**src/design/ddr_rx_settings.svh**
```systemverilog
// timing and sizing constants for the HDR-DDR receive path, included by RTL and testbench
`ifndef DDR_RX_SETTINGS_SVH
`define DDR_RX_SETTINGS_SVH

// system clocks per SCL half period
// SDA is sampled once per half period, so each bit costs this many clocks
`define DDR_SCL_HALF 4

// largest number of data words in one frame
// also sets the width of the word counters in the package
`define DDR_MAX_WORDS 4

// CRC-5 start value, all ones
// reloaded on the first data byte of every frame
`define DDR_CRC_SEED 5'b11111

`endif

```
**src/design/ddr_rx_pkg.sv**
```systemverilog
// receive-mode encoding and shared packed record types for the HDR-DDR receive path
`include "ddr_rx_settings.svh"

package ddr_rx_pkg;

  // wide enough to hold a word count of 0 to DDR_MAX_WORDS
  localparam int WORD_CNT_W = $clog2(`DDR_MAX_WORDS + 1);

  typedef logic [WORD_CNT_W-1:0] word_cnt_t;

  // receive modes, same codes as the existing controller
  // IDLE reuses the old error-recovery code, which is not supported here
  typedef enum logic [2:0] {
    PREAMBLE           = 3'b000,
    CRC_PREAMBLE       = 3'b001,
    DESERIALIZING_BYTE = 3'b011,
    CHECK_TOKEN        = 3'b111,
    CHECK_PAR_VALUE    = 3'b110,
    CHECK_CRC_VALUE    = 3'b010,
    IDLE               = 3'b100
  } rx_mode_e;

  // frame request, words is 1 to DDR_MAX_WORDS
  typedef struct packed {
    word_cnt_t words;
  } ddr_rx_cmd_t;

  // field completion from the deserializer
  typedef struct packed {
    logic     done;
    rx_mode_e mode;
    logic     error;
    logic     last;
  } ddr_rx_step_t;

  // completed data byte toward CRC and result collector
  typedef struct packed {
    logic [7:0] data;
    logic       valid;
    logic       first;
  } ddr_rx_byte_t;

  typedef struct packed {
    logic [15:0] data;
    logic        parity_err;
  } ddr_rx_word_t;

  // end-of-frame status
  typedef struct packed {
    logic      pre_err;
    logic      token_err;
    logic      crc_err;
    word_cnt_t words;
  } ddr_rx_status_t;

endpackage

```
**src/design/ddr_crc5.sv**
```systemverilog
// running CRC-5 (x^5+x^2+1) over the data bytes of a frame, seeded on the first byte
`timescale 1ns/1ns
`include "ddr_rx_settings.svh"

module ddr_crc5 (
  input  logic                     i_sys_clk,
  input  logic                     i_sys_rst,
  input  ddr_rx_pkg::ddr_rx_byte_t i_byte,
  output logic [4:0]               o_crc_value
);

  logic [4:0] crc_q;
  logic [4:0] crc_base;

  // eight serial steps unrolled, msb first
  function automatic logic [4:0] fold_byte(input logic [4:0] crc_in, input logic [7:0] data);
    logic [4:0] c;
    logic       fb;
    c = crc_in;
    for (int i = 7; i >= 0; i--)
    begin
      fb = c[4] ^ data[i];
      c  = {c[3:0], 1'b0} ^ (fb ? 5'b00101 : 5'b00000);
    end
    return c;
  endfunction

  // restart from the seed on the frame's first byte
  assign crc_base = i_byte.first ? `DDR_CRC_SEED : crc_q;

  always_ff @(posedge i_sys_clk or negedge i_sys_rst)
  begin
    if (!i_sys_rst)
      crc_q <= `DDR_CRC_SEED;
    else if (i_byte.valid)
      crc_q <= fold_byte(crc_base, i_byte.data);
  end

  assign o_crc_value = crc_q;

endmodule

```
**src/design/ddr_rx_deser.sv**
```systemverilog
// SDA deserializer, shifts in each field per receive mode and checks parity, preamble, token and CRC
`timescale 1ns/1ns

module ddr_rx_deser (
  input  logic                     i_sys_clk,
  input  logic                     i_sys_rst,
  input  logic                     i_scl_pos_edge,
  input  logic                     i_scl_neg_edge,
  input  logic                     i_sda,
  input  logic                     i_last_word,
  input  ddr_rx_pkg::rx_mode_e     i_rx_mode,
  input  logic [4:0]               i_crc_value,
  output ddr_rx_pkg::ddr_rx_step_t o_step,
  output ddr_rx_pkg::ddr_rx_byte_t o_byte,
  output logic                     o_pre
);

  localparam logic [1:0] CRC_PRE_EXP = 2'b01;
  localparam logic [3:0] TOKEN_EXP   = 4'b1100;

  logic [2:0]           bit_cnt_q;
  logic [7:0]           shift_q;
  logic [7:0]           field_val;
  logic [15:0]          word_q;
  logic [1:0]           par_calc;
  logic                 bit_strobe;
  logic                 field_end;
  logic                 field_err;
  logic                 first_pend_q;
  logic                 pre_q;
  logic                 step_done_q;
  logic                 step_err_q;
  logic                 step_last_q;
  ddr_rx_pkg::rx_mode_e step_mode_q;
  logic [7:0]           byte_data_q;
  logic                 byte_valid_q;
  logic                 byte_first_q;

  // index of the last bit in each field
  function automatic logic [2:0] field_last(input ddr_rx_pkg::rx_mode_e mode);
    case (mode)
      ddr_rx_pkg::DESERIALIZING_BYTE: field_last = 3'd7;
      ddr_rx_pkg::CHECK_TOKEN:        field_last = 3'd3;
      ddr_rx_pkg::CHECK_CRC_VALUE:    field_last = 3'd4;
      default:                        field_last = 3'd1;
    endcase
  endfunction

  // one bit per SCL edge, either direction
  assign bit_strobe = (i_scl_pos_edge || i_scl_neg_edge) && (i_rx_mode != ddr_rx_pkg::IDLE);
  assign field_end  = bit_strobe && (bit_cnt_q == field_last(i_rx_mode));
  // msb first, current SDA is the newest bit
  assign field_val  = {shift_q[6:0], i_sda};

  // parity 1 over odd bits, parity 0 over even bits inverted
  assign par_calc = {^(word_q & 16'hAAAA), ~^(word_q & 16'h5555)};

  always_comb
  begin
    case (i_rx_mode)
      ddr_rx_pkg::CRC_PREAMBLE:    field_err = (field_val[1:0] != CRC_PRE_EXP);
      ddr_rx_pkg::CHECK_TOKEN:     field_err = (field_val[3:0] != TOKEN_EXP);
      ddr_rx_pkg::CHECK_PAR_VALUE: field_err = (field_val[1:0] != par_calc);
      ddr_rx_pkg::CHECK_CRC_VALUE: field_err = (field_val[4:0] != i_crc_value);
      default:                     field_err = 1'b0;
    endcase
  end

  always_ff @(posedge i_sys_clk or negedge i_sys_rst)
  begin
    if (!i_sys_rst)
    begin
      bit_cnt_q    <= '0;
      first_pend_q <= 1'b1;
      pre_q        <= 1'b0;
      step_done_q  <= 1'b0;
      step_err_q   <= 1'b0;
      step_last_q  <= 1'b0;
      step_mode_q  <= ddr_rx_pkg::IDLE;
      byte_valid_q <= 1'b0;
      byte_first_q <= 1'b0;
    end
    else
    begin
      step_done_q  <= 1'b0;
      byte_valid_q <= 1'b0;
      byte_first_q <= 1'b0;
      // arm the frame-first marker between frames
      if (i_rx_mode == ddr_rx_pkg::IDLE)
        first_pend_q <= 1'b1;
      if (field_end)
      begin
        bit_cnt_q   <= '0;
        step_done_q <= 1'b1;
        step_mode_q <= i_rx_mode;
        step_err_q  <= field_err;
        step_last_q <= i_last_word && (i_rx_mode == ddr_rx_pkg::CHECK_PAR_VALUE);
        // second preamble bit, reported only
        if (i_rx_mode == ddr_rx_pkg::PREAMBLE)
          pre_q <= i_sda;
        if (i_rx_mode == ddr_rx_pkg::DESERIALIZING_BYTE)
        begin
          byte_valid_q <= 1'b1;
          byte_first_q <= first_pend_q;
          first_pend_q <= 1'b0;
        end
      end
      else if (bit_strobe)
        bit_cnt_q <= bit_cnt_q + 1'b1;
    end
  end

  // shift and byte data
  always_ff @(posedge i_sys_clk)
  begin
    if (bit_strobe)
      shift_q <= field_val;
    if (field_end && (i_rx_mode == ddr_rx_pkg::DESERIALIZING_BYTE))
    begin
      byte_data_q <= field_val;
      // high byte arrives first
      word_q      <= {word_q[7:0], field_val};
    end
  end

  assign o_step = '{done: step_done_q, mode: step_mode_q, error: step_err_q, last: step_last_q};
  assign o_byte = '{data: byte_data_q, valid: byte_valid_q, first: byte_first_q};
  assign o_pre  = pre_q;

endmodule

```
**src/design/ddr_rx_mode_seq.sv**
```systemverilog
// frame sequencer, walks the receive modes of one HDR-DDR read frame on field completions
`timescale 1ns/1ns
`include "ddr_rx_settings.svh"

module ddr_rx_mode_seq (
  input  logic                     i_sys_clk,
  input  logic                     i_sys_rst,
  input  logic                     i_rx_start,
  input  ddr_rx_pkg::ddr_rx_cmd_t  i_rx_cmd,
  input  ddr_rx_pkg::ddr_rx_step_t i_step,
  output ddr_rx_pkg::rx_mode_e     o_rx_mode,
  output logic                     o_busy,
  output logic                     o_last_word
);

  ddr_rx_pkg::rx_mode_e  mode_q;
  ddr_rx_pkg::word_cnt_t words_q;
  ddr_rx_pkg::word_cnt_t word_idx_q;
  ddr_rx_pkg::word_cnt_t word_next;
  logic                  byte_q;
  logic                  busy_q;

  assign word_next = word_idx_q + ddr_rx_pkg::word_cnt_t'(1);

  // final word of the request, clamped at the frame maximum
  assign o_last_word = (word_next == words_q)
                    || (word_next == ddr_rx_pkg::word_cnt_t'(`DDR_MAX_WORDS));

  assign o_rx_mode = mode_q;
  assign o_busy    = busy_q;

  always_ff @(posedge i_sys_clk or negedge i_sys_rst)
  begin
    if (!i_sys_rst)
    begin
      mode_q     <= ddr_rx_pkg::IDLE;
      words_q    <= '0;
      word_idx_q <= '0;
      byte_q     <= 1'b0;
      busy_q     <= 1'b0;
    end
    else if (!busy_q)
    begin
      // new request only taken while idle
      if (i_rx_start)
      begin
        busy_q     <= 1'b1;
        mode_q     <= ddr_rx_pkg::PREAMBLE;
        words_q    <= i_rx_cmd.words;
        word_idx_q <= '0;
        byte_q     <= 1'b0;
      end
    end
    else if (i_step.done)
    begin
      case (mode_q)
        ddr_rx_pkg::PREAMBLE:
        begin
          byte_q <= 1'b0;
          mode_q <= ddr_rx_pkg::DESERIALIZING_BYTE;
        end
        ddr_rx_pkg::DESERIALIZING_BYTE:
        begin
          // two bytes per word, then parity
          byte_q <= ~byte_q;
          if (byte_q)
            mode_q <= ddr_rx_pkg::CHECK_PAR_VALUE;
        end
        ddr_rx_pkg::CHECK_PAR_VALUE:
        begin
          word_idx_q <= word_next;
          // last flag comes back from the deserializer with the step
          if (i_step.last)
            mode_q <= ddr_rx_pkg::CRC_PREAMBLE;
          else
            mode_q <= ddr_rx_pkg::PREAMBLE;
        end
        ddr_rx_pkg::CRC_PREAMBLE:
          mode_q <= ddr_rx_pkg::CHECK_TOKEN;
        ddr_rx_pkg::CHECK_TOKEN:
          mode_q <= ddr_rx_pkg::CHECK_CRC_VALUE;
        default:
        begin
          // crc field closes the frame
          mode_q <= ddr_rx_pkg::IDLE;
          busy_q <= 1'b0;
        end
      endcase
    end
  end

endmodule

```
**src/design/ddr_rx_result.sv**
```systemverilog
// result collector, forms word results on parity steps and the frame status on the CRC step
`timescale 1ns/1ns

module ddr_rx_result (
  input  logic                       i_sys_clk,
  input  logic                       i_sys_rst,
  input  ddr_rx_pkg::ddr_rx_step_t   i_step,
  input  ddr_rx_pkg::ddr_rx_byte_t   i_byte,
  output logic                       o_word_valid,
  output ddr_rx_pkg::ddr_rx_word_t   o_word,
  output logic                       o_status_valid,
  output ddr_rx_pkg::ddr_rx_status_t o_status
);

  logic [15:0]           word_q;
  logic [15:0]           word_out_q;
  logic                  par_err_q;
  logic                  word_valid_q;
  logic                  status_valid_q;
  logic                  pre_err_q;
  logic                  token_err_q;
  logic                  crc_err_q;
  ddr_rx_pkg::word_cnt_t word_cnt_q;
  logic                  par_step;

  assign par_step = i_step.done && (i_step.mode == ddr_rx_pkg::CHECK_PAR_VALUE);

  // word assembly, high byte first
  always_ff @(posedge i_sys_clk)
  begin
    if (i_byte.valid)
      word_q <= {word_q[7:0], i_byte.data};
    if (par_step)
      word_out_q <= word_q;
  end

  always_ff @(posedge i_sys_clk or negedge i_sys_rst)
  begin
    if (!i_sys_rst)
    begin
      word_valid_q   <= 1'b0;
      status_valid_q <= 1'b0;
      par_err_q      <= 1'b0;
      pre_err_q      <= 1'b0;
      token_err_q    <= 1'b0;
      crc_err_q      <= 1'b0;
      word_cnt_q     <= '0;
    end
    else
    begin
      word_valid_q   <= par_step;
      status_valid_q <= i_step.done && (i_step.mode == ddr_rx_pkg::CHECK_CRC_VALUE);
      // new frame, drop last frame's status
      if (i_byte.valid && i_byte.first)
      begin
        pre_err_q   <= 1'b0;
        token_err_q <= 1'b0;
        crc_err_q   <= 1'b0;
        word_cnt_q  <= '0;
      end
      if (par_step)
      begin
        par_err_q  <= i_step.error;
        word_cnt_q <= word_cnt_q + ddr_rx_pkg::word_cnt_t'(1);
      end
      // crc word checks, latched for the status
      if (i_step.done && (i_step.mode == ddr_rx_pkg::CRC_PREAMBLE))
        pre_err_q <= i_step.error;
      if (i_step.done && (i_step.mode == ddr_rx_pkg::CHECK_TOKEN))
        token_err_q <= i_step.error;
      if (i_step.done && (i_step.mode == ddr_rx_pkg::CHECK_CRC_VALUE))
        crc_err_q <= i_step.error;
    end
  end

  assign o_word_valid   = word_valid_q;
  assign o_word         = '{data: word_out_q, parity_err: par_err_q};
  assign o_status_valid = status_valid_q;
  assign o_status       = '{pre_err: pre_err_q, token_err: token_err_q,
                            crc_err: crc_err_q, words: word_cnt_q};

endmodule

```
**src/design/ddr_rx_top.sv**
```systemverilog
// HDR-DDR receive path top, wires SCL generator, sequencer, deserializer, CRC and collector
`timescale 1ns/1ns

module ddr_rx_top (
  input  logic                       i_sys_clk,
  input  logic                       i_sys_rst,
  input  logic                       i_rx_start,
  input  ddr_rx_pkg::ddr_rx_cmd_t    i_rx_cmd,
  input  logic                       i_sda,
  output logic                       o_scl,
  output logic                       o_pre,
  output logic                       o_busy,
  output logic                       o_word_valid,
  output ddr_rx_pkg::ddr_rx_word_t   o_word,
  output logic                       o_status_valid,
  output ddr_rx_pkg::ddr_rx_status_t o_status
);

  logic                     scl_pos_edge;
  logic                     scl_neg_edge;
  logic                     last_word;
  logic [4:0]               crc_value;
  ddr_rx_pkg::rx_mode_e     rx_mode;
  ddr_rx_pkg::ddr_rx_step_t step;
  ddr_rx_pkg::ddr_rx_byte_t rx_byte;

  // SCL runs for as long as a frame is in flight
  ddr_scl_gen u_scl_gen (
    .i_sys_clk      (i_sys_clk),
    .i_sys_rst      (i_sys_rst),
    .i_run          (o_busy),
    .o_scl          (o_scl),
    .o_scl_pos_edge (scl_pos_edge),
    .o_scl_neg_edge (scl_neg_edge)
  );

  ddr_rx_mode_seq u_mode_seq (
    .i_sys_clk   (i_sys_clk),
    .i_sys_rst   (i_sys_rst),
    .i_rx_start  (i_rx_start),
    .i_rx_cmd    (i_rx_cmd),
    .i_step      (step),
    .o_rx_mode   (rx_mode),
    .o_busy      (o_busy),
    .o_last_word (last_word)
  );

  ddr_rx_deser u_deser (
    .i_sys_clk      (i_sys_clk),
    .i_sys_rst      (i_sys_rst),
    .i_scl_pos_edge (scl_pos_edge),
    .i_scl_neg_edge (scl_neg_edge),
    .i_sda          (i_sda),
    .i_last_word    (last_word),
    .i_rx_mode      (rx_mode),
    .i_crc_value    (crc_value),
    .o_step         (step),
    .o_byte         (rx_byte),
    .o_pre          (o_pre)
  );

  ddr_crc5 u_crc5 (
    .i_sys_clk   (i_sys_clk),
    .i_sys_rst   (i_sys_rst),
    .i_byte      (rx_byte),
    .o_crc_value (crc_value)
  );

  ddr_rx_result u_result (
    .i_sys_clk      (i_sys_clk),
    .i_sys_rst      (i_sys_rst),
    .i_step         (step),
    .i_byte         (rx_byte),
    .o_word_valid   (o_word_valid),
    .o_word         (o_word),
    .o_status_valid (o_status_valid),
    .o_status       (o_status)
  );

endmodule

```
**src/design/ddr_scl_gen.sv**
```systemverilog
// SCL generator, toggles SCL every half period while a frame runs and flags each edge
`timescale 1ns/1ns
`include "ddr_rx_settings.svh"

module ddr_scl_gen (
  input  logic i_sys_clk,
  input  logic i_sys_rst,
  input  logic i_run,
  output logic o_scl,
  output logic o_scl_pos_edge,
  output logic o_scl_neg_edge
);

  localparam int HALF  = `DDR_SCL_HALF;
  localparam int CNT_W = (HALF > 1) ? $clog2(HALF) : 1;

  logic [CNT_W-1:0] half_cnt_q;
  logic             scl_q;
  logic             toggle;

  // last clock of the half period
  // the deserializer samples SDA on this same clock
  assign toggle = i_run && (half_cnt_q == CNT_W'(HALF - 1));

  assign o_scl_pos_edge = toggle && !scl_q;
  assign o_scl_neg_edge = toggle && scl_q;
  assign o_scl          = scl_q;

  always_ff @(posedge i_sys_clk or negedge i_sys_rst)
  begin
    if (!i_sys_rst)
    begin
      half_cnt_q <= '0;
      scl_q      <= 1'b1;
    end
    else if (!i_run)
    begin
      // bus idle, park SCL high and restart the half period
      half_cnt_q <= '0;
      scl_q      <= 1'b1;
    end
    else if (toggle)
    begin
      half_cnt_q <= '0;
      scl_q      <= ~scl_q;
    end
    else
      half_cnt_q <= half_cnt_q + 1'b1;
  end

endmodule

```
**config.mk**
```make
export PLATFORM = sky130hd
export DESIGN_NAME = ddr_rx_top
export DESIGN_NICKNAME = d
export VERILOG_FILES = /design/src/design/ddr_rx_pkg.sv /design/src/design/ddr_crc5.sv /design/src/design/ddr_rx_deser.sv /design/src/design/ddr_rx_mode_seq.sv /design/src/design/ddr_rx_result.sv /design/src/design/ddr_rx_top.sv /design/src/design/ddr_scl_gen.sv
export VERILOG_INCLUDE_DIRS = /design/src /design/src/design
export SDC_FILE = /design/constraint.sdc
export NUM_CORES = 1
export LEC_CHECK = 0
export ABC_CLOCK_PERIOD_IN_PS = 3300
export BUFFER_PORTS_ARGS = -buffer_cell sky130_fd_sc_hd__buf_2
export CAP_MARGIN = 20
export CORE_MARGIN = 1.5
export CORE_UTILIZATION = 45
export CTS_BUF_LIST = sky130_fd_sc_hd__clkbuf_4
export DETAILED_ROUTE_END_ITERATION = 8
export PLACE_DENSITY_LB_ADDON = 0.1
export RECOVER_POWER = 25
export SYNTH_ARGS = -nofsm -noshare
export SYNTH_HDL_FRONTEND = slang
export SYNTH_SLANG_ARGS = --single-unit
```
**constraint.sdc**
```tcl
create_clock -name i_sys_clk -period 3.3 [get_ports i_sys_clk]
set_input_delay 0.33 -clock i_sys_clk [delete_from_list [all_inputs] [get_ports i_sys_clk]]
set_output_delay 0.33 -clock i_sys_clk [all_outputs]
set_load 0.01 [all_outputs]
```
=== Word-level counts from Yosys, hierarchy flattened ===
Index checks and enable logic that the tools add are counted.

* Flip-flop bits (word level): 104
* Word-level logic and storage cells: 154
* Output and inout bits: 28
* Input port bits: 7

* Add/sub/neg operators: 4
* Bitwise operators: 19
* Reduce and logical (&&, ||, !) cells: 30
* Muxes and demuxes: 48
* Eq/ne operators: 24

{| class="wikitable"
|+ Operator list
! kind !! number
|-
| $mux 3 || 19
|-
| $xor 5x5->5 || 8
|-
| $mux 1 || 22
|-
| $eq 3x3->1 const B || 6
|-
| $reduce_xnor 16->1 || 1
|-
| $reduce_xor 16->1 || 1
|-
| $pmux 3 s5 || 1
|-
| $logic_and 1x1->1 || 12
|-
| $reduce_bool 2->1 || 6
|-
| $add 3x1->3 const B || 3
|-
| $eq 3x2->1 const B || 3
|-
| $pmux 3 s3 || 1
|-
| $reduce_and 3->1 || 3
|-
| $xor 1x1->1 || 8
|-
| $eq 3x1->1 const B || 2
|-
| $eq 3x3->1 || 2
|-
| $ne 2x1->1 const B || 3
|-
| $ne 3x3->1 const B || 2
|-
| $mux 5 || 1
|-
| $ne 5x5->1 || 1
|-
| $reduce_or 5->1 || 1
|-
| $mux 2 || 2
|-
| $ne 4x4->1 const B || 1
|-
| $pmux 1 s4 || 1
|-
| other kinds (11) || 15
|}

=== Longest topological paths before layout ===
Gate-level depths: netlist (run 1).

* Depth after elaboration: 25
* Gate-level depth with buffers: 9
* Gate-level depth less buffers: 7

=== Cells and area by module ===
From an unflattened synthesis (run 1), not the netlist that was laid out.

* Cells, all modules: 306
* Area total of the unflattened synthesis: 4,350.4 um^2

{| class="wikitable"
|+ Modules (own cells, without submodules)
! module !! sequential area each (um^2) !! cells an instance !! area an instance (um^2) !! instances
|-
| ddr_rx_deser || 1,018.5 || 128 || 1,729.2 || 1
|-
| ddr_rx_result || 1,186.1 || 65 || 1,426.4 || 1
|-
| ddr_rx_mode_seq || 276.5 || 67 || 644.4 || 1
|-
| ddr_crc5 || 131.4 || 35 || 416.6 || 1
|-
| ddr_scl_gen || 76.3 || 11 || 133.9 || 1
|}

=== Worst setup path before layout (run 1) ===
OpenSTA, ideal clock, no wires.

* Path kind: register -> register
* From: register u_mode_seq.mode_q[2] (netlist: u_mode_seq.o_rx_mode[2])
* To: register u_deser.byte_data_q[0] (enable)
* Required time: 2.925 ns
* Arrival time: 1.805 ns
* Library setup time: 0.375 ns
* Clock period less this slack: 2.180 ns
* Path buffers: 1
* Setup slack: 1.120 ns
* Stages on the path, launching flop included: 7
* Cell sequence: dfstp_2 -> buf_2 -> nor3b_1 -> a211oi_1 -> and2_1 -> a21boi_1 -> and3_1

* Word-level cells in the longest chain between the ends: 5
* Elaborated cells between the ends (all ways): 9
* Those cells by class: eq/ne: 5; mux: 1; reduce/logical: 3

{| class="wikitable"
|+ Ends and longest elaborated chain
! item !! RTL line !! RTL
|-
| from (decl) || ddr_rx_mode_seq.sv:16 || <nowiki>ddr_rx_pkg::rx_mode_e mode_q;</nowiki>
|-
| from (signal assigned) || ddr_rx_mode_seq.sv:36 || <nowiki>mode_q <= ddr_rx_pkg::IDLE;</nowiki>
|-
| from (signal assigned) || ddr_rx_mode_seq.sv:48 || <nowiki>mode_q <= ddr_rx_pkg::PREAMBLE;</nowiki>
|-
| from (signal assigned) || ddr_rx_mode_seq.sv:60 || <nowiki>mode_q <= ddr_rx_pkg::DESERIALIZING_BYTE;</nowiki>
|-
| $eq 3x2->1 (tied with other cells) || ddr_rx_deser.sv:41 || <nowiki>case (mode)</nowiki>
|-
| $pmux 3 s3 || ddr_rx_deser.sv:41 ||
|-
| $eq 3x3->1 || ddr_rx_deser.sv:51 || <nowiki>assign field_end = bit_strobe && (bit_cnt_q == field_last(i_rx_mode));</nowiki>
|-
| $logic_and 1x1->1 || ddr_rx_deser.sv:51 ||
|-
| $logic_and 1x1->1 (*) || ddr_rx_deser.sv:118 || <nowiki>if (field_end && (i_rx_mode == ddr_rx_pkg::DESERIALIZING_BYTE))</nowiki>
|-
| to (signal assigned) || ddr_rx_deser.sv:120 || <nowiki>byte_data_q <= field_val;</nowiki>
|-
| to (decl) || ddr_rx_deser.sv:35 || <nowiki>logic [7:0] byte_data_q;</nowiki>
|}

Mark *: on every way between the ends. The rest lies on a longest branch, timed or not.
A chain may end at the register's enable or synchronous reset.

=== Final worst setup path (run 1) ===
* From: register u_mode_seq.mode_q[2] (netlist: u_mode_seq.o_rx_mode[2])
* To: register u_deser.pre_q (netlist: u_deser.o_pre)

* Word-level cells in the longest chain between the ends: 5
* Elaborated cells between the ends (all ways): 10
* Those cells by class: eq/ne: 5; mux: 1; reduce/logical: 4

{| class="wikitable"
|+ Ends and longest elaborated chain
! item !! RTL line !! RTL
|-
| $eq 3x2->1 / $eq 3x3->1 (equally long branches) || ddr_rx_deser.sv:41 ||
|-
| $pmux 3 s3 || ddr_rx_deser.sv:41 ||
|-
| $eq 3x3->1 || ddr_rx_deser.sv:51 ||
|-
| $logic_and 1x1->1 || ddr_rx_deser.sv:51 ||
|-
| $reduce_and 2->1 (no line) (*) || n/a ||
|-
| to (signal assigned) || ddr_rx_deser.sv:100 || <nowiki>pre_q <= i_sda;</nowiki>
|-
| to (decl) || ddr_rx_deser.sv:30 || <nowiki>logic pre_q;</nowiki>
|}

Marks and branches as above.

==> results.toml, run 1 <==
[power]
power_frac_comb_pct = 24.9
p_per_area_nw_per_um2 = 713
p_total_uw = 3270
power_frac_clock_pct = 20.8
power_leakage_uw = 0.00180
switching_share_pct = 31.9
power_frac_seq_pct = 54.3
p_int_uw = 2230
power_switching_uw = 1040
peakVddDrop_uv = 330

[critical_path]
cp.buffers_inverters = 1
slowest_delay_ns = 0.74
critical_path_required_ns = 3.63
cp.arrival_ns = 2.70
path_delay_family = "simple AND/OR/NAND/NOR gates"
cp_cell_sequence = "nor2b_1 -> o21ai_1 -> and2_1 -> a21boi_1 -> buf_4 -> nand3b_1 -> mux2_1"
start_kind = "flop"
slowest_stage = "dfstp_2"
cp-end-kind = "flop"
crit_type = "flop to flop"
cp_max_fo = 19

[detailed_routing]
drtIter0Drc = 60
vias = 2362
wl_met2_mm = 3.09
routed_wl_mm = 7.06
detail-route-antenna-nets = 0
top_layer = "met4"
first_pass_iters = 4
avgViaCountPerCell = 5.23
drc = 0
post_drt_wl_per_cell_microns = 15.6
dr_wl_met3_microns = 200
wl_met1_mm = 3.62

[sta]
slew_headroom_pct = 51.1
finalHoldViolCount = 0
skew_ns = 0.0116
worst_slew_pin_slew_ns = 0.734
hold_slack_ns = 0.112
fin_crit_ns = 2.37
worst_slack_ns = 0.930
tns_ns = 0
rsz0062_at_grt = "false"
setup-violations-final = 0
finalCritPeriodShare_pct = 71.8
final_max_slew_viol_count = 0
fmax_mhz = 422

[global_route]
grt_pass1_wl_mm = 11.9
grt_pass1_vias = 2345
grt_antenna_before_repair = 0
grt.total_usage_pct = 15.8
gr-total-overflow = 0
grt_max_degree = 42

[synthesis]
synth_top_family_by_area = "XOR/XNOR gates"
yosysUniqueCellTypes = 51
synth-edff-count = 55
synthesis.nets = 318
yosys.area.top_type = "edfxtp_1"
synth-xor-area-share_pct = 11.3
synth-compound-area-share_pct = 7.61
synth-async-reset-ratio_pct = 42.7
yosysWarnings = 0
netlist.area_leader.share_pct = 39.7
synth.avg_cell_area_sq_um = 13.6
seq_area_frac_synth_pct = 64.6
synth_area_leaders = "edfxtp_1 (40%), dfrtp_1 (19%), xnor2_1 (6.3%)"
yosys.area_share.adder_pct = 1.50
netlist_instances = 306
synth.area.mux_share_pct = 3.22
ys_dominant_reg_cell = "edfxtp_1"
synthesis.area_sq_um = 4160
yosys.area_share.simple_pct = 8.78
ys_ff_latch = 96

[placed_design]
placed_cells = 435
gp_congestion = 0.776
dp_slack_ns = 0.989
io_buffers = 34
hpwlAfterDp_mm = 4.66

[cts]
cts_root_buf = "clkbuf_4"
cts.path.max_buffers = 2
clk_latency_ns = 0.43
cts_tree = "yes"
post_cts_buffers = 0
cts_max_level = 3
clkTransAtPathRegs_ns = 0.15
cts_buffers = 9
clock-sinks = 96

[final_layout]
area_growth_pct = 10.2
drive_above_1_share_pct = 20.3
nets = 352
diodes = 0
fillCellCount = 795
most-common-layout-cells = "edfxtp_1 (55), buf_2 (32), dfrtp_1 (32), xnor2_1 (30), nor2_1 (18)"
layout_commonest_cell = "edfxtp_1"
stdcell_count = 452

[floorplan]
initial_core_util_pct = 47.0
die_w_microns = 99.2
die-area_sq_um = 9830
rows = 34
coreArea_sq_um = 8850
ioPinCount = 35
die_y_microns = 99.2

[hold_path]
hold_class = "primary input to flop"

[flow_run]
max_cap_violations = 0

[status]
status = "finished clean"
## Yosys cell counts, drive strengths merged (7+ instances only)
library cell / count
a21oi: 9
nor2: 20
mux2: 11
xnor2: 31
dfrtp: 32
edfxtp: 55
dfstp: 9
xor2: 10
nand2: 14
nand3: 13
clkbuf: 7
inv: 8
o21ai: 21
buf: 10
## power groups by stage
| stage | combinational [uW] | clock [uW] | sequential, uW |
|---|---|---|---|
| after CTS | 821 | 709 | 1780 |
| after global placement | 802 | 0 | 1790 |
| after detailed placement | 818 | 0 | 1800 |
| after global routing | 934 | 750 | 1820 |
| final | 815 | 681 | 1780 |
| after floorplan | 737 | 0 | 1680 |
## path summary, 6_finish.rpt
check	startpoint	to	slack, ns	cells after the start
worst max-delay path	u_mode_seq.o_rx_mode[2]$_DFFE_PN1P_	u_deser.o_pre$_DFFE_PN0P_	0.93	7
worst min-delay path	i_rx_cmd[1]	u_mode_seq.words_q[1]$_DFFE_PN0P_	0.11	2
worst max register to register	u_mode_seq.o_rx_mode[2]$_DFFE_PN1P_	u_deser.o_pre$_DFFE_PN0P_	0.93	7
worst min register to register	u_result.word_q[10]$_DFFE_PP_	u_result.word_out_q[10]$_DFFE_PP_	0.44	0
max in group asynchronous	i_sys_rst	u_crc5.o_crc_value[1]$_DFFE_PN1P_	2.16	3
min in group asynchronous	i_sys_rst	u_mode_seq.words_q[1]$_DFFE_PN0P_	0.44	2
## flip-flops by register name, indices dropped and copies added, names as in the netlist, 2 cells and up
| signal | flops |
|---|---|
| u_deser.bit_cnt_q | 3 |
| u_mode_seq.words_q | 3 |
| u_deser.shift_q | 7 |
| u_crc5.o_crc_value | 5 |
| u_scl_gen.half_cnt_q | 2 |
| u_mode_seq.o_rx_mode | 3 |
| u_result.word_q | 16 |
| u_deser.step_mode_q | 3 |
| u_result.word_cnt_q | 3 |
| u_result.word_out_q | 16 |
| u_deser.word_q | 9 |
| u_mode_seq.word_idx_q | 3 |
| u_deser.byte_data_q | 7 |
## metrics by stage
stage	utilization (%)	instance area, sq um
after floorplan	-	4160
after global placement	49.8	4410
after detailed placement	49.8	4410
after CTS	51.5	4560
after global routing	51.8	4590
final	51.8	4590
## cell families (layout without fill, tap and decap cells)
group,Yosys count,count (layout)
DFF,96,96
and+or+nand+nor,72,72
AOI/OAI and AO/OA,51,51
buffers and inverters,25,63
adders and majority gates,5,5
xor gates and xnor gates,45,45
muxes,12,12
## what timing repair did
| item | CTS | global route |
|---|---|---|
| gates resized for setup | 0 | 0 |
| hold endpoints to repair | 0 | 10 |
| hold buffers | 0 | 1 |
## routing by layer
metal / global-route usage, % / up-vias
li1: - / 1168
met1: 23.2 / 1140
met5: 0 / -
met3: 2.95 / 11
met4: 7.80 / 0
met2: 22.8 / 43
## layout make-up
| class | count | area, sq um | area share (%) |
|---|---|---|---|
| Sequential cell | 96 | 2690 | 58.6 |
| Multi-Input combinational cell | 185 | 1350 | 29.5 |
| Timing Repair Buffer | 40 | 228 | 4.97 |
| Tap cell | 108 | 135 | 2.95 |
| Clock inverter | 6 | 83.8 | 1.83 |
| Clock buffer | 9 | 67.6 | 1.47 |
| Inverter | 8 | 30.0 | 0.655 |
Power figures use the tool's default switching activity.
==> run 2: changes to the inputs <==
--- a/config.mk
+++ b/config.mk
@@ -6,7 +6,7 @@
 export SDC_FILE = /design/constraint.sdc
 export NUM_CORES = 1
 export LEC_CHECK = 0
-export ABC_CLOCK_PERIOD_IN_PS = 3300
+export ABC_CLOCK_PERIOD_IN_PS = 2000
 export BUFFER_PORTS_ARGS = -buffer_cell sky130_fd_sc_hd__buf_2
 export CAP_MARGIN = 20
 export CORE_MARGIN = 1.5
==> constraint.sdc (replaced) <==
create_clock -name i_sys_clk -period 2 [get_ports i_sys_clk]
set_input_delay 0.2 -clock i_sys_clk [delete_from_list [all_inputs] [get_ports i_sys_clk]]
set_output_delay 0.2 -clock i_sys_clk [all_outputs]
set_load 0.01 [all_outputs]
==> results.toml, run 2 (synthesis results as in run 1) <==
[critical_path]
critical_path_required_ns = 2.30
slowest_stage = "dfstp_2"
start_kind = "flop"
cp-end-kind = "flop"
slowest_delay_ns = 0.58
reg2reg_depth = 7
r2r-end = "u_deser.o_pre$_DFFE_PN0P_"
cp_cell_sequence = "buf_4 -> nor4_1 -> o21ai_0 -> a21boi_4 -> buf_6 -> nand3b_1 -> mux2_4"
crit_type = "flop to flop"
cp.buffers_inverters = 2
path_delay_family = "flip-flops"
cp.arrival_ns = 2.24
regToRegStartpoint = "u_mode_seq.o_rx_mode[2]$_DFFE_PN1P_"
cp_max_fo = 14
crit_path_start = "u_mode_seq.o_rx_mode[2]$_DFFE_PN1P_"
r2r_slack_ns = 0.06

[power]
switching_share_pct = 31.4
power_frac_clock_pct = 20.2
power_leakage_uw = 0.00196
p_total_uw = 5710
p_per_area_nw_per_um2 = 1170
power_frac_seq_pct = 49.3
power_switching_uw = 1790
power_frac_comb_pct = 30.5
p_int_uw = 3910
peakVddDrop_uv = 533

[final_layout]
fillCellCount = 770
nets = 380
fin_util_pct = 55.0
reg.largest.list = "u_result.word_out_q (16), u_result.word_q (16), u_deser.word_q (9)"
drive_above_1_share_pct = 29.2
area_growth_pct = 17.0
most-common-layout-cells = "edfxtp_1 (55), buf_2 (34), dfrtp_1 (32), xnor2_1 (30), buf_4 (25)"
stdcell_area_sq_um = 4870
stdcell_count = 481
layout_commonest_cell = "edfxtp_1"
diodes = 0

[placed_design]
gp_congestion = 0.757
dp_slack_ns = -0.0492
io_buffers = 34
hpwlAfterDp_mm = 4.95
placed_cells = 456
place_area_sq_um = 4580

[sta]
fmax_mhz = 516
fin_crit_ns = 1.94
skew_ns = 0.0219
slew_headroom_pct = 31.5
finalCritPeriodShare_pct = 97.0
final_max_slew_viol_count = 0
finalHoldViolCount = 0
worst_slack_ns = 0.0610
setup-violations-final = 0
rsz0062_at_grt = "true"
worst_slew_pin_slew_ns = 1.03

[detailed_routing]
post_drt_wl_per_cell_microns = 14.9
routed_wl_mm = 7.17
drc = 0
avgViaCountPerCell = 5.19
detail-route-antenna-nets = 0
first_pass_iters = 4
drtIter0Drc = 66
vias = 2494

[status]
status = "finished clean"

[global_route]
grt_pass1_wl_mm = 12.1
grt_pass1_vias = 2458
grt_antenna_before_repair = 0
gr-total-overflow = 0
grt_max_degree = 42
grt.total_usage_pct = 15.8

[floorplan]
die_y_microns = 99.2
die_w_microns = 99.2
die-area_sq_um = 9830
coreArea_sq_um = 8850
ioPinCount = 35
initial_core_util_pct = 47.0
rows = 34

[cts]
cts_tree = "yes"
cts_root_buf = "clkbuf_4"
clkTransAtPathRegs_ns = 0.14
cts.path.max_buffers = 2
cts_max_level = 3
clock-sinks = 96
clk_latency_ns = 0.43
cts_buffers = 9

[flow_run]
max_cap_violations = 0

[hold_path]
hold_end = "u_deser.shift_q[0]$_DFFE_PP_"
hold_class = "primary input to flop"
min_path_cells = 1
holdCritStartpoint = "i_sda"
[run 2: changes by cell type in the layout (fill, tap and decap cells not counted), sizes merged]
cell,delta
buf,+24
dlygate4sd3,+4
clkbuf,+3
clkinv,-1
clkinvlp,-1
[run 2: worst register-to-register path: stages (launching register included)]
cell      delay (ns)
dfstp_2         0.58
buf_4           0.20
nor4_1          0.07
o21ai_0         0.30
a21boi_4        0.11
buf_6           0.15
nand3b_1        0.11
mux2_4          0.30
[run 2: per-layer routing]
metal	GRT usage [%]	part of all wire [%]
met1	22.3	50
met2	24.4	46
met3	3.02	2.7
met4	6.61	1.5
met5	0	0
[run 2: final cells by class]
| cell class | instances | area (sq um) | area share [%] |
|---|---|---|---|
| well taps | 108 | 135 | 2.77 |
| clock inverters | 4 | 72.6 | 1.49 |
| multi-input cells | 185 | 1410 | 28.9 |
| clock buffers | 12 | 90.1 | 1.85 |
| flip-flops and latches | 96 | 2690 | 55.2 |
| repair buffers | 68 | 448 | 9.20 |
| inverters | 8 | 30.0 | 0.617 |
[run 2: worst max-delay path by stage]
stage / depth (start not counted) / to / slack, ns
global placement: 8 / u_deser.o_pre$_DFFE_PN0P_ / 0.04
detailed placement: 8 / u_deser.o_pre$_DFFE_PN0P_ / -0.05
CTS: 8 / u_deser.o_pre$_DFFE_PN0P_ / 0.02
finish: 7 / u_deser.o_pre$_DFFE_PN0P_ / 0.06
floorplan: 6 / u_deser.byte_data_q[0]$_DFFE_PP_ / 0.004
global route: 6 / u_crc5.o_crc_value[3]$_DFFE_PN1P_ / -0.04
[run 2: power by group through the flow]
| stage | Combinational (uW) | Clock, uW | Sequential [uW] |
|---|---|---|---|
| 3_5_place_dp | 1650 | 0 | 2850 |
| 4_1_cts | 1700 | 1190 | 2810 |
| 6_report | 1740 | 1150 | 2810 |
| 3_3_place_gp | 1620 | 0 | 2830 |
| 5_1_grt | 1960 | 1250 | 2870 |
| 2_1_floorplan | 1220 | 0 | 2770 |
[run 2: per-stage QoR]
step | TNS (ns) | hold WS (ns)
floorplan | 0 | -0.0956
global placement | 0 | 0.298
detailed placement | -0.0492 | 0.299
CTS | 0 | 0.0509
global route | -0.0816 | 0.155
finish | 0 | 0.177
[run 2: timing repair]
action	in CTS	in global routing
gates cloned	1	0
gates resized for setup	3	11
pin swaps	0	6
buffers inserted	2	1
hold buffers	5	0
endpoints found under the setup margin	8	24
endpoints found under the hold margin	36	0
==> run 3: changes to the inputs <==
--- a/config.mk
+++ b/config.mk
@@ -7,7 +7,7 @@
 export NUM_CORES = 1
 export LEC_CHECK = 0
 export ABC_CLOCK_PERIOD_IN_PS = 2000
-export BUFFER_PORTS_ARGS = -buffer_cell sky130_fd_sc_hd__buf_2
+export BUFFER_PORTS_ARGS = -buffer_cell sky130_fd_sc_hd__buf_4
 export CAP_MARGIN = 20
 export CORE_MARGIN = 1.5
 export CORE_UTILIZATION = 45
==> results.toml, run 3 (synthesis results as in run 1) <==
[critical_path]
path_delay_family = "flip-flops"
cp.buffers_inverters = 1
cp_max_fo = 9
critical_path_required_ns = 2.14
crit_type = "flop to flop"
cp-end-kind = "flop"
cp.arrival_ns = 2.13
critical_path_depth = 6
reg2reg_depth = 6
start_kind = "flop"
cp_cell_sequence = "nor3b_2 -> a211oi_2 -> and2_4 -> a21boi_4 -> and3_4 -> buf_12"
slowest_stage = "dfstp_2"
slowest_delay_ns = 0.61

[sta]
hold_slack_ns = 0.427
rsz0062_at_grt = "true"
worst_slew_pin_slew_ns = 1.04
fin_crit_ns = 1.98
slew_headroom_pct = 30.3
skew_ns = 0.0232
setup-violations-final = 0
fmax_mhz = 505
final_max_slew_viol_count = 0
finalHoldViolCount = 0
finalCritPeriodShare_pct = 99.1

[detailed_routing]
first_pass_iters = 4
routed_wl_mm = 7.31
detail-route-antenna-nets = 0
drc = 0
post_drt_wl_per_cell_microns = 15.1
vias = 2544
drtIter0Drc = 68
avgViaCountPerCell = 5.26

[cts]
cts_max_level = 3
cts.path.max_buffers = 2
clkTransAtPathRegs_ns = 0.15
clk_latency_ns = 0.43
cts_buffers = 9
cts_root_buf = "clkbuf_4"
clock-sinks = 96
cts_tree = "yes"

[global_route]
gr-total-overflow = 0
grt_pass1_wl_mm = 12.0
grt_max_degree = 42
grt.total_usage_pct = 15.8
grt_pass1_vias = 2460
grt_antenna_before_repair = 0

[final_layout]
most-common-layout-cells = "buf_4 (59), edfxtp_1 (55), dfrtp_1 (32), xnor2_1 (30), nor2_1 (18)"
area_growth_pct = 19.8
diodes = 0
reg.largest.list = "u_result.word_out_q (16), u_result.word_q (16), u_deser.word_q (9)"
fin_util_pct = 56.3
layout_commonest_cell = "buf_4"
nets = 383
fillCellCount = 724
drive_above_1_share_pct = 28.2

[placed_design]
io_buffers = 34
gp_congestion = 0.787
hpwlAfterDp_mm = 4.88

[hold_path]
min_path_cells = 0
hold_class = "flop to flop"

[power]
p_total_uw = 5750
p_per_area_nw_per_um2 = 1150
power_leakage_uw = 0.00199
peakVddDrop_uv = 583

[floorplan]
initial_core_util_pct = 47.0
rows = 34
die_w_microns = 99.2
ioPinCount = 35
die-area_sq_um = 9830
coreArea_sq_um = 8850
die_y_microns = 99.2

[status]
status = "finished clean"

[flow_run]
max_cap_violations = 0
==> run 3: worst paths after layout <==
check / slack, ns / start / end
min reg2reg: 0.43 / u_result.word_q[8]$_DFFE_PP_ / u_result.word_out_q[8]$_DFFE_PP_
max in group asynchronous: 0.87 / i_sys_rst / u_deser.o_pre$_DFFE_PN0P_
max: 0.02 / u_mode_seq.o_rx_mode[2]$_DFFE_PN1P_ / u_deser.byte_data_q[1]$_DFFE_PP_
min in group asynchronous: 0.47 / i_sys_rst / u_mode_seq.words_q[1]$_DFFE_PN0P_
min: 0.43 / u_result.word_q[8]$_DFFE_PP_ / u_result.word_out_q[8]$_DFFE_PP_
max reg2reg: 0.02 / u_mode_seq.o_rx_mode[2]$_DFFE_PN1P_ / u_deser.byte_data_q[1]$_DFFE_PP_
==> run 3: layer usage <==
layer	global-route usage, %	vias to the layer above	part of all wire, %
met3	2.88	10	4.0
li1	-	1231	-
met5	0	-	0
met1	22.1	1244	47
met4	6.28	0	1.6
met2	24.8	59	47
==> run 3: final cells by class <==
cell class / count / area [sq um] / area share [%]
inverter: 8 / 30.0 / 0.603
sequential: 96 / 2690 / 54.0
timing repair buffer: 71 / 579 / 11.6
multi-input combinational: 185 / 1390 / 27.9
clock inverter: 4 / 71.3 / 1.43
clock buffer: 12 / 90.1 / 1.81
tap: 108 / 135 / 2.71
==> run 3: report_power, final <==
part           internal [uW]  leakage, uW  switching (uW)
Clock                    547    0.0000852             597
Sequential              2500     0.000999             320
Combinational            924     0.000911             866
==> run 3: timing repair <==
item | in CTS | in global routing
gates resized for setup | 3 | 8
hold buffers | 6 | 0
setup buffers | 1 | 5
endpoints found under the hold margin | 37 | 0
endpoints found under the setup margin | 21 | 22
cloned | 0 | 2
pin swaps | 0 | 6
==> run 3: per-stage QoR <==
stage          setup TNS, ns  cell area (sq um)  std cells  setup WS, ns
4_1_cts                    0               4890        477       0.00656
5_1_grt               -0.740               4980        484       -0.0605
2_1_floorplan              0               4170        306       0.00351
6_report                   0               4980        484        0.0178
3_5_place_dp           -1.22               4650        454        -0.107
3_3_place_gp       -0.000502               4650        454     -0.000502
